$ cat config.mk
export PLATFORM = sky130hd
export DESIGN_NAME = rv_core
export DESIGN_NICKNAME = d
export VERILOG_FILES = /design/src/hdl/rv_pkg.sv /design/src/hdl/alu.sv /design/src/hdl/branch_unit.sv /design/src/hdl/commit_unit.sv /design/src/hdl/inst_decoder.sv /design/src/hdl/register_file.sv /design/src/hdl/rv_core.sv
export SDC_FILE = /design/constraint.sdc
export NUM_CORES = 2
export LEC_CHECK = 0
export BUFFER_PORTS_ARGS = -buffer_cell sky130_fd_sc_hd__buf_2
export CAP_MARGIN = 40
export CORE_MARGIN = 5
export CORE_UTILIZATION = 45
export CTS_BUF_LIST = sky130_fd_sc_hd__clkbuf_16
export DETAILED_ROUTE_END_ITERATION = 12
export GPL_ROUTABILITY_DRIVEN = 0
export GPL_TIMING_DRIVEN = 0
export PLACE_DENSITY = 0.63
export SLEW_MARGIN = 20
export SYNTH_ARGS = -nofsm -noshare
export SYNTH_HDL_FRONTEND = slang
export SYNTH_HIERARCHICAL = 1
export SYNTH_SLANG_ARGS = --single-unit
$ cat constraint.sdc
create_clock -name clk -period 7.8 [get_ports clk]
set_input_delay 0.39 -clock clk [delete_from_list [all_inputs] [get_ports clk]]
set_output_delay 0.39 -clock clk [all_outputs]
set_load 0.02 [all_outputs]
$ cat src/hdl/rv_pkg.sv
// RV32I core definitions
package rv_pkg;

    localparam int xlen           = 32;
    localparam int reg_addr_width = 5;
    localparam int num_regs       = 32;  // x0 included
    localparam int shamt_width    = 5;   // rv32 shift amount

    typedef logic [xlen-1:0]           word_t;
    typedef logic [reg_addr_width-1:0] reg_addr_t;

    localparam word_t pc_step = 32'd4;  // sequential fetch stride

    // major opcodes handled by the core
    typedef enum logic [6:0] {
        op_reg    = 7'b0110011,
        op_imm    = 7'b0010011,
        op_lui    = 7'b0110111,
        op_auipc  = 7'b0010111,
        op_jal    = 7'b1101111,
        op_jalr   = 7'b1100111,
        op_branch = 7'b1100011
    } opcode_t;

    typedef enum logic [2:0] {
        type_r,
        type_i,
        type_b,
        type_u,
        type_j,
        type_n  // no immediate
    } inst_type_t;

    typedef enum logic [3:0] {
        alu_add  = 4'd0,
        alu_sub  = 4'd1,
        alu_and  = 4'd2,
        alu_or   = 4'd3,
        alu_xor  = 4'd4,
        alu_slt  = 4'd5,
        alu_sltu = 4'd6,
        alu_sll  = 4'd7,
        alu_srl  = 4'd8,
        alu_sra  = 4'd9
    } alu_op_t;

    typedef enum logic [2:0] {
        beq  = 3'b000,
        bne  = 3'b001,
        blt  = 3'b100,
        bge  = 3'b101,
        bltu = 3'b110,
        bgeu = 3'b111
    } branch_funct_t;

endpackage

$ cat src/hdl/alu.sv
// RV32I integer ALU
`timescale 1ns/1ps

module alu (
    input  rv_pkg::word_t   alu_a,
    input  rv_pkg::word_t   alu_b,
    input  rv_pkg::alu_op_t alu_op,
    output rv_pkg::word_t   alu_result
);
    import rv_pkg::*;

    logic                   is_sub;
    word_t                  b_eff;
    word_t                  sum;
    logic                   carry;
    logic                   overflow;
    logic                   lt_signed;
    logic                   lt_unsigned;
    logic [shamt_width-1:0] shamt;

    // compares share the subtractor
    assign is_sub = (alu_op == alu_sub) || (alu_op == alu_slt) || (alu_op == alu_sltu);
    assign b_eff  = alu_b ^ {xlen{is_sub}};

    assign {carry, sum} = {1'b0, alu_a} + {1'b0, b_eff} + {{xlen{1'b0}}, is_sub};

    assign overflow    = (alu_a[xlen-1] == b_eff[xlen-1]) && (sum[xlen-1] != alu_a[xlen-1]);
    assign lt_signed   = sum[xlen-1] ^ overflow;
    assign lt_unsigned = ~carry;  // borrow out of a - b
    assign shamt       = alu_b[shamt_width-1:0];

    always_comb begin
        case (alu_op)
            alu_add, alu_sub: alu_result = sum;
            alu_and:          alu_result = alu_a & alu_b;
            alu_or:           alu_result = alu_a | alu_b;
            alu_xor:          alu_result = alu_a ^ alu_b;
            alu_slt:          alu_result = {{(xlen-1){1'b0}}, lt_signed};
            alu_sltu:         alu_result = {{(xlen-1){1'b0}}, lt_unsigned};
            alu_sll:          alu_result = alu_a << shamt;
            alu_srl:          alu_result = alu_a >> shamt;
            alu_sra:          alu_result = word_t'($signed(alu_a) >>> shamt);
            default:          alu_result = '0;
        endcase
    end

endmodule

$ cat src/hdl/branch_unit.sv
// Branch and jump resolution
`timescale 1ns/1ps

module branch_unit (
    input  rv_pkg::opcode_t opcode,
    input  logic [2:0]      funct3,
    input  rv_pkg::word_t   rs1_data,
    input  rv_pkg::word_t   rs2_data,
    input  rv_pkg::word_t   alu_result,
    output logic            jump_en,
    output rv_pkg::word_t   jump_target
);
    import rv_pkg::*;

    branch_funct_t cond;
    logic          take;

    assign cond = branch_funct_t'(funct3);

    always_comb begin
        case (cond)
            beq:     take = (rs1_data == rs2_data);
            bne:     take = (rs1_data != rs2_data);
            blt:     take = ($signed(rs1_data) < $signed(rs2_data));
            bge:     take = ($signed(rs1_data) >= $signed(rs2_data));
            bltu:    take = (rs1_data < rs2_data);
            bgeu:    take = (rs1_data >= rs2_data);
            default: take = 1'b0;  // funct3 010/011 never taken
        endcase
    end

    always_comb begin
        case (opcode)
            op_branch:       jump_en = take;
            op_jal, op_jalr: jump_en = 1'b1;
            default:         jump_en = 1'b0;
        endcase
    end

    assign jump_target = (opcode == op_jalr) ? {alu_result[xlen-1:1], 1'b0} : alu_result;

endmodule

$ cat src/hdl/commit_unit.sv
// PC and writeback commit
`timescale 1ns/1ps

module commit_unit #(
    parameter rv_pkg::word_t reset_pc = 32'h8000_0000
) (
    input  logic              clk,
    input  logic              reset,
    input  rv_pkg::opcode_t   opcode,
    input  rv_pkg::reg_addr_t rd,
    input  rv_pkg::word_t     alu_result,
    input  logic              jump_en,
    input  rv_pkg::word_t     jump_target,
    output rv_pkg::word_t     pc,
    output logic              wb_en,
    output rv_pkg::reg_addr_t wb_addr,
    output rv_pkg::word_t     wb_data
);
    import rv_pkg::*;

    word_t pc_plus4;
    word_t next_pc;
    logic  is_link;    // jal / jalr
    logic  writes_rd;

    assign pc_plus4 = pc + pc_step;
    assign next_pc  = jump_en ? jump_target : pc_plus4;

    always_ff @(posedge clk) begin
        if (reset) begin
            pc <= reset_pc;
        end else begin
            pc <= next_pc;  // one instruction retired per cycle
        end
    end

    assign is_link = (opcode == op_jal) || (opcode == op_jalr);

    always_comb begin
        case (opcode)
            op_reg, op_imm, op_lui, op_auipc, op_jal, op_jalr: writes_rd = 1'b1;
            default:                                           writes_rd = 1'b0;
        endcase
    end

    // x0 writes are dropped here, so the register file needs no check
    assign wb_en   = writes_rd && (rd != '0) && !reset;
    assign wb_addr = rd;
    assign wb_data = is_link ? pc_plus4 : alu_result;  // return address for links

endmodule

$ cat src/hdl/inst_decoder.sv
// RV32I instruction decoder
`timescale 1ns/1ps

module inst_decoder (
    input  rv_pkg::word_t     inst,
    input  rv_pkg::word_t     pc,
    input  rv_pkg::word_t     rs1_data,
    input  rv_pkg::word_t     rs2_data,
    output rv_pkg::opcode_t   opcode,
    output logic [2:0]        funct3,
    output rv_pkg::reg_addr_t rs1,
    output rv_pkg::reg_addr_t rs2,
    output rv_pkg::reg_addr_t rd,
    output rv_pkg::alu_op_t   alu_op,
    output rv_pkg::word_t     alu_a,
    output rv_pkg::word_t     alu_b
);
    import rv_pkg::*;

    inst_type_t inst_type;
    word_t      imm;
    logic       funct7_5;  // sub / sra select

    assign opcode   = opcode_t'(inst[6:0]);  // unknown codes fall to defaults
    assign funct3   = inst[14:12];
    assign rd       = inst[11:7];
    assign rs1      = inst[19:15];
    assign rs2      = inst[24:20];
    assign funct7_5 = inst[30];

    always_comb begin
        case (opcode)
            op_reg:             inst_type = type_r;
            op_imm, op_jalr:    inst_type = type_i;
            op_branch:          inst_type = type_b;
            op_lui, op_auipc:   inst_type = type_u;
            op_jal:             inst_type = type_j;
            default:            inst_type = type_n;
        endcase
    end

    always_comb begin
        case (inst_type)
            type_i:  imm = {{20{inst[31]}}, inst[31:20]};
            type_b:  imm = {{20{inst[31]}}, inst[7], inst[30:25], inst[11:8], 1'b0};
            type_u:  imm = {inst[31:12], 12'b0};
            type_j:  imm = {{12{inst[31]}}, inst[19:12], inst[20], inst[30:21], 1'b0};
            default: imm = '0;  // r-type and unsupported
        endcase
    end

    always_comb begin
        alu_op = alu_add;  // address and upper-immediate math
        if (opcode == op_reg || opcode == op_imm) begin
            case (funct3)
                3'b000:  alu_op = (opcode == op_reg && funct7_5) ? alu_sub : alu_add;
                3'b001:  alu_op = alu_sll;
                3'b010:  alu_op = alu_slt;
                3'b011:  alu_op = alu_sltu;
                3'b100:  alu_op = alu_xor;
                3'b101:  alu_op = funct7_5 ? alu_sra : alu_srl;
                3'b110:  alu_op = alu_or;
                default: alu_op = alu_and;
            endcase
        end
    end

    // operand steering
    always_comb begin
        case (opcode)
            op_lui: begin
                alu_a = '0;
                alu_b = imm;
            end
            op_auipc, op_jal, op_branch: begin
                alu_a = pc;  // pc-relative target
                alu_b = imm;
            end
            op_reg: begin
                alu_a = rs1_data;
                alu_b = rs2_data;
            end
            default: begin  // op_imm, op_jalr
                alu_a = rs1_data;
                alu_b = imm;
            end
        endcase
    end

endmodule

$ cat src/hdl/register_file.sv
// Integer register file
`timescale 1ns/1ps

module register_file (
    input  logic              clk,
    input  logic              wb_en,
    input  rv_pkg::reg_addr_t wb_addr,
    input  rv_pkg::word_t     wb_data,
    input  rv_pkg::reg_addr_t rs1,
    input  rv_pkg::reg_addr_t rs2,
    output rv_pkg::word_t     rs1_data,
    output rv_pkg::word_t     rs2_data
);
    import rv_pkg::*;

    word_t regs [num_regs];  // entry 0 is never written

    always_ff @(posedge clk) begin
        if (wb_en) begin
            regs[wb_addr] <= wb_data;
        end
    end

    assign rs1_data = (rs1 == '0) ? '0 : regs[rs1];  // x0 reads as zero
    assign rs2_data = (rs2 == '0) ? '0 : regs[rs2];

endmodule

$ cat src/hdl/rv_core.sv
// Single-cycle RV32I core
`timescale 1ns/1ps

module rv_core #(
    parameter rv_pkg::word_t reset_pc = 32'h8000_0000
) (
    input  logic              clk,
    input  logic              reset,
    input  rv_pkg::word_t     inst,
    output rv_pkg::word_t     pc,
    output logic              wb_en,
    output rv_pkg::reg_addr_t wb_addr,
    output rv_pkg::word_t     wb_data
);
    import rv_pkg::*;

    opcode_t    opcode;
    logic [2:0] funct3;
    reg_addr_t  rs1;
    reg_addr_t  rs2;
    reg_addr_t  rd;
    alu_op_t    alu_op;
    word_t      alu_a;
    word_t      alu_b;
    word_t      rs1_data;
    word_t      rs2_data;
    word_t      alu_result;
    logic       jump_en;
    word_t      jump_target;

    inst_decoder i_inst_decoder (
        .inst     (inst),
        .pc       (pc),
        .rs1_data (rs1_data),
        .rs2_data (rs2_data),
        .opcode   (opcode),
        .funct3   (funct3),
        .rs1      (rs1),
        .rs2      (rs2),
        .rd       (rd),
        .alu_op   (alu_op),
        .alu_a    (alu_a),
        .alu_b    (alu_b)
    );

    register_file i_register_file (
        .clk      (clk),
        .wb_en    (wb_en),    // fed back from commit
        .wb_addr  (wb_addr),
        .wb_data  (wb_data),
        .rs1      (rs1),
        .rs2      (rs2),
        .rs1_data (rs1_data),
        .rs2_data (rs2_data)
    );

    alu i_alu (
        .alu_a      (alu_a),
        .alu_b      (alu_b),
        .alu_op     (alu_op),
        .alu_result (alu_result)
    );

    branch_unit i_branch_unit (
        .opcode      (opcode),
        .funct3      (funct3),
        .rs1_data    (rs1_data),
        .rs2_data    (rs2_data),
        .alu_result  (alu_result),
        .jump_en     (jump_en),
        .jump_target (jump_target)
    );

    commit_unit #(
        .reset_pc (reset_pc)
    ) i_commit_unit (
        .clk         (clk),
        .reset       (reset),
        .opcode      (opcode),
        .rd          (rd),
        .alu_result  (alu_result),
        .jump_en     (jump_en),
        .jump_target (jump_target),
        .pc          (pc),
        .wb_en       (wb_en),
        .wb_addr     (wb_addr),
        .wb_data     (wb_data)
    );

endmodule

Word-level counts from Yosys, hierarchy flattened:

Memories as Yosys holds them, arrays and structs flattened.
Cells that the tools add are included.

* register bits after elaboration: 32
* memory bits (writable): 1024
* output and inout port bits: 70
* memories kept: 1

* add/subtract/negate cells: 3
* $lt $le $gt $ge: 4
* eq/ne operators: 31
* shift-type cells: 3
* muxes and demuxes: 19
* bitwise operators: 6
* reduce and logical (&&, ||, !) cells: 20

Memories
* i_register_file.regs: depth 32, width 32, read ports 2, clocked after memory_dff 0, write ports 1, line register_file.sv:16 `word_t regs [num_regs];`

Operator list (count)
* one-hot mux 32 bit (9 select lines): 1
* 2-to-1 mux 32 bit: 5
* one-hot mux 32 bit (4 select lines): 1
* >= comparator 32 bit: 2
* < comparator 32 bit: 2
* one-hot mux 32 bit (2 select lines): 1
* XOR 32 bit: 2
* adder 32 x 32 -> 33 bit: 1
* adder 33 x 1 -> 33 bit: 1
* adder 32 x 3 -> 32 bit (second input constant): 1
* AND 32 bit: 1
* == test 32 bit: 1
* != test 32 bit: 1
* bitwise OR 32 bit: 1
* left shift 32 x 5 -> 32 bit: 1
* right shift 32 x 5 -> 32 bit: 1
* >>> shifter 32 x 5 -> 32 bit: 1
* one-hot mux 4 bit (7 select lines): 1
* == test 7 bit (second input constant): 3
* == test 4 x 3 -> 1 bit (second input constant): 4
* == test 3 bit (second input constant): 5
* one-hot mux 3 bit (5 select lines): 1
* == test 7 x 5 -> 1 bit (second input constant): 2
* == test 7 x 6 -> 1 bit (second input constant): 2
* 23 further kinds: 44

Longest topological paths before layout:

* depth in word-level cells: 17
* mapped depth: 30
* gate-level depth less buffers: 23

By module:

The synthesis kept the hierarchy.

By module, submodules not included
* register_file: instances 1, cells an instance 2400, area each 46960.0 um^2, seq. area each 30749.5 um^2
* alu: instances 1, cells an instance 1040, area each 7314.5 um^2, seq. area each 0.0 um^2
* commit_unit: instances 1, cells an instance 296, area each 2122.0 um^2, seq. area each 640.6 um^2
* inst_decoder: instances 1, cells an instance 156, area each 1234.9 um^2, seq. area each 0.0 um^2
* branch_unit: instances 1, cells an instance 163, area each 1201.2 um^2, seq. area each 0.0 um^2

Least setup slack after synthesis:

No wires, ideal clock.

* path type: input port to flip-flop
* from: input inst[20]
* to: memory i_register_file/regs[0][28] in the netlist's numbering (data pin)
* arrival time: 6.488 ns
* setup slack: 0.851 ns
* cell stages on the path: 24
* buffers on the path: 5
* cell sequence: buf_4 -> buf_2 -> buf_2 -> mux4_2 -> a22o_1 -> a2111oi_0 -> nor3_1 -> a222oi_1 -> inv_1 -> inv_1 -> clkbuf_1 -> buf_1 -> xnor2_1 -> ha_1 -> a211oi_1 -> a211oi_2 -> a211oi_2 -> o21ai_1 -> a31oi_1 -> o21bai_1 -> xnor2_1 -> o211ai_1 -> nor2_1 -> a31oi_1

* word-level cells in the longest chain between the ends: 8

Ends and longest elaborated chain
* from (decl): line rv_core.sv:9 `input rv_pkg::word_t inst,`
* memory read (32 x 32 bit) / logical NOT 5 bit (equally long branches)
* 2-to-1 mux 32 bit *: line register_file.sv:25 `assign rs2_data = (rs2 == '0) ? '0 : regs[rs2];`
* via rs2_data[3]: line rv_core.sv:26 `word_t rs2_data;`
* 2-to-1 mux 32 bit *: line inst_decoder.sv:70 `case (opcode)`
* via alu_b[3]: line rv_core.sv:24 `word_t alu_b;`
* XOR 32 bit: line alu.sv:23 `assign b_eff = alu_b ^ {xlen{is_sub}};`
* adder 32 x 32 -> 33 bit: line alu.sv:25 `assign {carry, sum} = {1'b0, alu_a} + {1'b0, b_eff} + {{xlen{1'b0}}, is_sub};`
* adder 33 x 1 -> 33 bit: line alu.sv:25
* one-hot mux 32 bit (9 select lines) *: line alu.sv:33 `case (alu_op)`
* via alu_result[28]: line rv_core.sv:27 `word_t alu_result;`
* 2-to-1 mux 32 bit *: line commit_unit.sv:49 `assign wb_data = is_link ? pc_plus4 : alu_result;`
* via wb_data[28]: line rv_core.sv:13 `output rv_pkg::word_t wb_data`
* to (decl): line register_file.sv:16

The timed path passes the listed nets; every way through them passes the cells marked *.

Worst setup path in the final report:

* from: input inst[15]
* to: output wb_data[11]

RTL lines
* memory read (32 x 32 bit) / logical NOT 5 bit (equally long branches)
* 2-to-1 mux 32 bit *: line register_file.sv:24 `assign rs1_data = (rs1 == '0) ? '0 : regs[rs1];`
* via rs1_data[22]: line rv_core.sv:25 `word_t rs1_data;`
* one-hot mux 32 bit (2 select lines) *: line inst_decoder.sv:70
* via alu_a[22]: line rv_core.sv:23 `word_t alu_a;`
* >>> shifter 32 x 5 -> 32 bit, or another cell as far along: line alu.sv:42 `alu_sra: alu_result = word_t'($signed(alu_a) >>> shamt);`
* one-hot mux 32 bit (9 select lines) *: line alu.sv:33
* via alu_result[11]: line rv_core.sv:27
* 2-to-1 mux 32 bit *: line commit_unit.sv:49
* to (decl): line rv_core.sv:13

Marks and branches as above.

==> flow_summary.json <==
{
  "fin_cells": 6272,
  "drc": 0,
  "fin_skew_ns": 0.04340,
  "std_cell_rows": 132,
  "power_frac_seq": 0.449,
  "drt-initial-drc-count": 7874,
  "grt_pass1_vias": 42193,
  "clock_sinks": 1056,
  "syn_nets": 4222,
  "vdd_drop_max_uv": 195.3,
  "ys_seq_elements": 1056,
  "grt-ovfl-total": 0,
  "drtAntennaViolNets": 0,
  "status": "finished, violations left",
  "end_kind": "output pin",
  "design.portCount": 104,
  "dp_slack_ns": -1.835,
  "synth_edf_count": 1024,
  "yosysTopAreaCell": "edfxtp_1",
  "numCtsBuffers": 108,
  "fp.dieArea_mm2": 0.1381,
  "violations": "setup timing",
  "vias": 44131,
  "cp-start-kind": "input pin",
  "maxCapViolCount": 0,
  "power.switching_w": 0.004105,
  "intPower_w": 0.01035,
  "grt_usage": 0.3395,
  "fin_nets": 4605,
  "clk_pin_slew_ns": 0.07,
  "start_util": 0.4538,
  "yosysWarnings": 6,
  "hold_viol_final": 0,
  "drt-total-wl_mm": 238.2,
  "wl_per_cell_um": 37.98,
  "avgSynthCellArea_um2": 14.51,
  "syn_area_mm2": 0.05883,
  "clock_tree.buffer_depth": 3,
  "async_flop_share": 0,
  "min_period_ns": 7.829,
  "synth_top_area_frac": 0.5227,
  "powerDensity_mw_per_mm2": 209.0,
  "slew_viol_final": 0,
  "max_freq_ghz": 0.1277,
  "crit_type": "input pin to output pin",
  "ys_top_cells_by_count": "edfxtp_1 (1,024), mux4_2 (451), nor2_1 (247)",
  "synth_ff_type": "edfxtp_1",
  "firstDrtPassIters": 9,
  "antenna_found_initial": 9,
  "detail_route.vias_per_cell": 7.036,
  "grt_pass1_wl_mm": 327.4,
  "synth.distinct_cells": 102,
  "drive_gt1_frac": 0.2804,
  "die_h_um": 371.6,
  "finalPower_w": 0.01445,
  "period_share": 1.004,
  "worst_pin_slew_ns": 1.067,
  "htreeDepth": 3,
  "setup_viol": 4,
  "setup_slack_ns": -0.02862,
  "worstPathArrival_ns": 7.44,
  "cts_root_buf": "clkbuf_16",
  "worstPathRequired_ns": 7.41,
  "clockPowerShare": 0.353,
  "maxSlewHeadroom": 0.2830,
  "switching_share": 0.2840,
  "area_growth_pct": 17.54,
  "core_mm2": 0.1296,
  "die_x_um": 371.6,
  "rsz0062_at_grt": "true",
  "synth_most_common_cell": "edfxtp_1",
  "placed_area_mm2": 0.06485,
  "min_path_type": "input pin to register",
  "worstSkewPairLatency_ns": 0.72,
  "finalInstanceArea_mm2": 0.06915,
  "grt_max_degree": 34,
  "cp_max_fo": 17,
  "dp_hpwl_mm": 175.9,
  "synthTopCellsByArea": "edfxtp_1 (52%), mux4_2 (17%), mux2i_1 (4.1%), ha_1 (2.8%), nor2_1 (1.6%)",
  "p_comb_frac": 0.197,
  "synth_seq_area_share": 0.5335,
  "holdBufCountCts": 0,
  "p_leak_nw": 23.85,
  "postSynthCellCount": 4055,
  "placed_cells": 6037,
  "cts_tree": "built",
  "port_buffers": 102
}
==> power by group through the flow <==
| stage | Combinational, W | Clock (W) | Sequential, W |
|---|---|---|---|
| 2_1_floorplan | 0.00131 | 0 | 0.00664 |
| 3_3_place_gp | 0.00229 | 0 | 0.00669 |
| 3_5_place_dp | 0.00263 | 0 | 0.00662 |
| 4_1_cts | 0.00268 | 0.00515 | 0.00649 |
| 5_1_grt | 0.00290 | 0.00540 | 0.00649 |
| 6_report | 0.00285 | 0.00511 | 0.00649 |
==> layout make-up <==
type / instances / area, um2
diodes: 4 / 10.01
plain buffers: 367 / 2172
clock buffers: 111 / 2778
fillers: 10441 / 60500
flip-flops and latches: 1056 / 31390
repair buffers: 281 / 3503
clock inverters: 87 / 680.7
multi-input cells: 2483 / 25900
well taps: 1742 / 2180
inverters: 141 / 539.3
==> state kept, by name, summed over array words and instances (netlist names) <==
register / count
i_register_file/regs: 1024
i_commit_unit/pc: 32
==> worst max-delay path: stages <==
cell,delay (ns)
buf_2,0.16
buf_4,0.14
buf_2,0.28
clkbuf_4,0.35
inv_1,0.11
buf_2,0.41
clkbuf_4,0.51
mux2i_1,0.60
o22ai_1,0.51
a211o_1,0.44
a22o_1,0.40
mux4_1,0.70
mux2i_1,0.29
nor2_1,0.08
a21oi_1,0.17
o21ai_0,0.10
o21ai_0,0.52
o211ai_1,0.30
nand2_1,0.18
o21ai_4,0.25
buf_16,0.27
buf_2,0.18
==> timing repair <==
item,4_1_cts,5_1_grt
pin swaps,2,8
hold endpoints to repair,0,0
buffers inserted,13,12
gates cloned,0,0
resized for setup,54,102
setup endpoints to repair,445,22
==> per-stage QoR <==
stage,setup TNS [ns],hold WS [ns],util
after floorplan,0,0.6067,-
after global placement,-3422.10,0.6137,0.4745
after detailed placement,-591.30,0.6262,0.5002
after CTS,0,0.2670,0.5290
after global routing,-0.03106,0.3234,0.5333
final,-0.06474,0.3216,0.5334
==> layer usage <==
layer	wire (um)	track usage	up-vias
met5	241	0.0003561	-
met4	20240	0.2229	4
met3	35830	0.1277	895
met2	102000	0.4948	3846
met1	79870	0.4243	22088
li1	-	-	17298
==> cells in the final DEF, fill, tap and decap left out, types with 36 or more instances in the layout <==
master | synthesis | layout
clkbuf_2 | 1 | 38
edfxtp_1 | 1024 | 1024
buf_6 | 18 | 52
o221ai_1 | 36 | 36
nand2_1 | 161 | 158
a211oi_1 | 71 | 67
buf_4 | 89 | 106
clkbuf_16 | 0 | 111
a21oi_1 | 154 | 154
buf_16 | 0 | 61
ha_1 | 132 | 132
clkbuf_1 | 172 | 130
xnor2_1 | 52 | 52
o21ai_0 | 128 | 111
mux4_2 | 451 | 451
nor2_1 | 247 | 214
o22ai_1 | 57 | 56
mux2i_1 | 239 | 237
a22o_1 | 102 | 100
buf_2 | 81 | 182
nor3_1 | 58 | 51
inv_1 | 139 | 150
a221oi_1 | 39 | 38
nand3_1 | 42 | 40
==> path summary, 6_finish.rpt <==
kind	from	end	slack [ns]	cells after the start
worst max register to register	i_register_file/regs[15][11]	i_register_file/regs[2][25]	1.36	27
worst max-delay path	inst[15]	wb_data[11]	-0.03	22
worst min-delay path	reset	i_commit_unit/pc[31]	0.32	3
worst min register to register	i_commit_unit/pc[0]	i_commit_unit/pc[0]	0.67	2
==> cells by family after synthesis <==
family                     after synthesis  share of synthesized area
AOI/OAI and AO/OA                      866                     0.1057
xor gates and xnor gates                67                   0.009974
adders and majority gates              133                    0.02841
buffers and inverters                  516                    0.04292
DFF                                   1056                     0.5335
muxes                                  724                     0.2216
and+or+nand+nor                        693                    0.05780
Note: power is estimated with default switching activity, not from simulation.
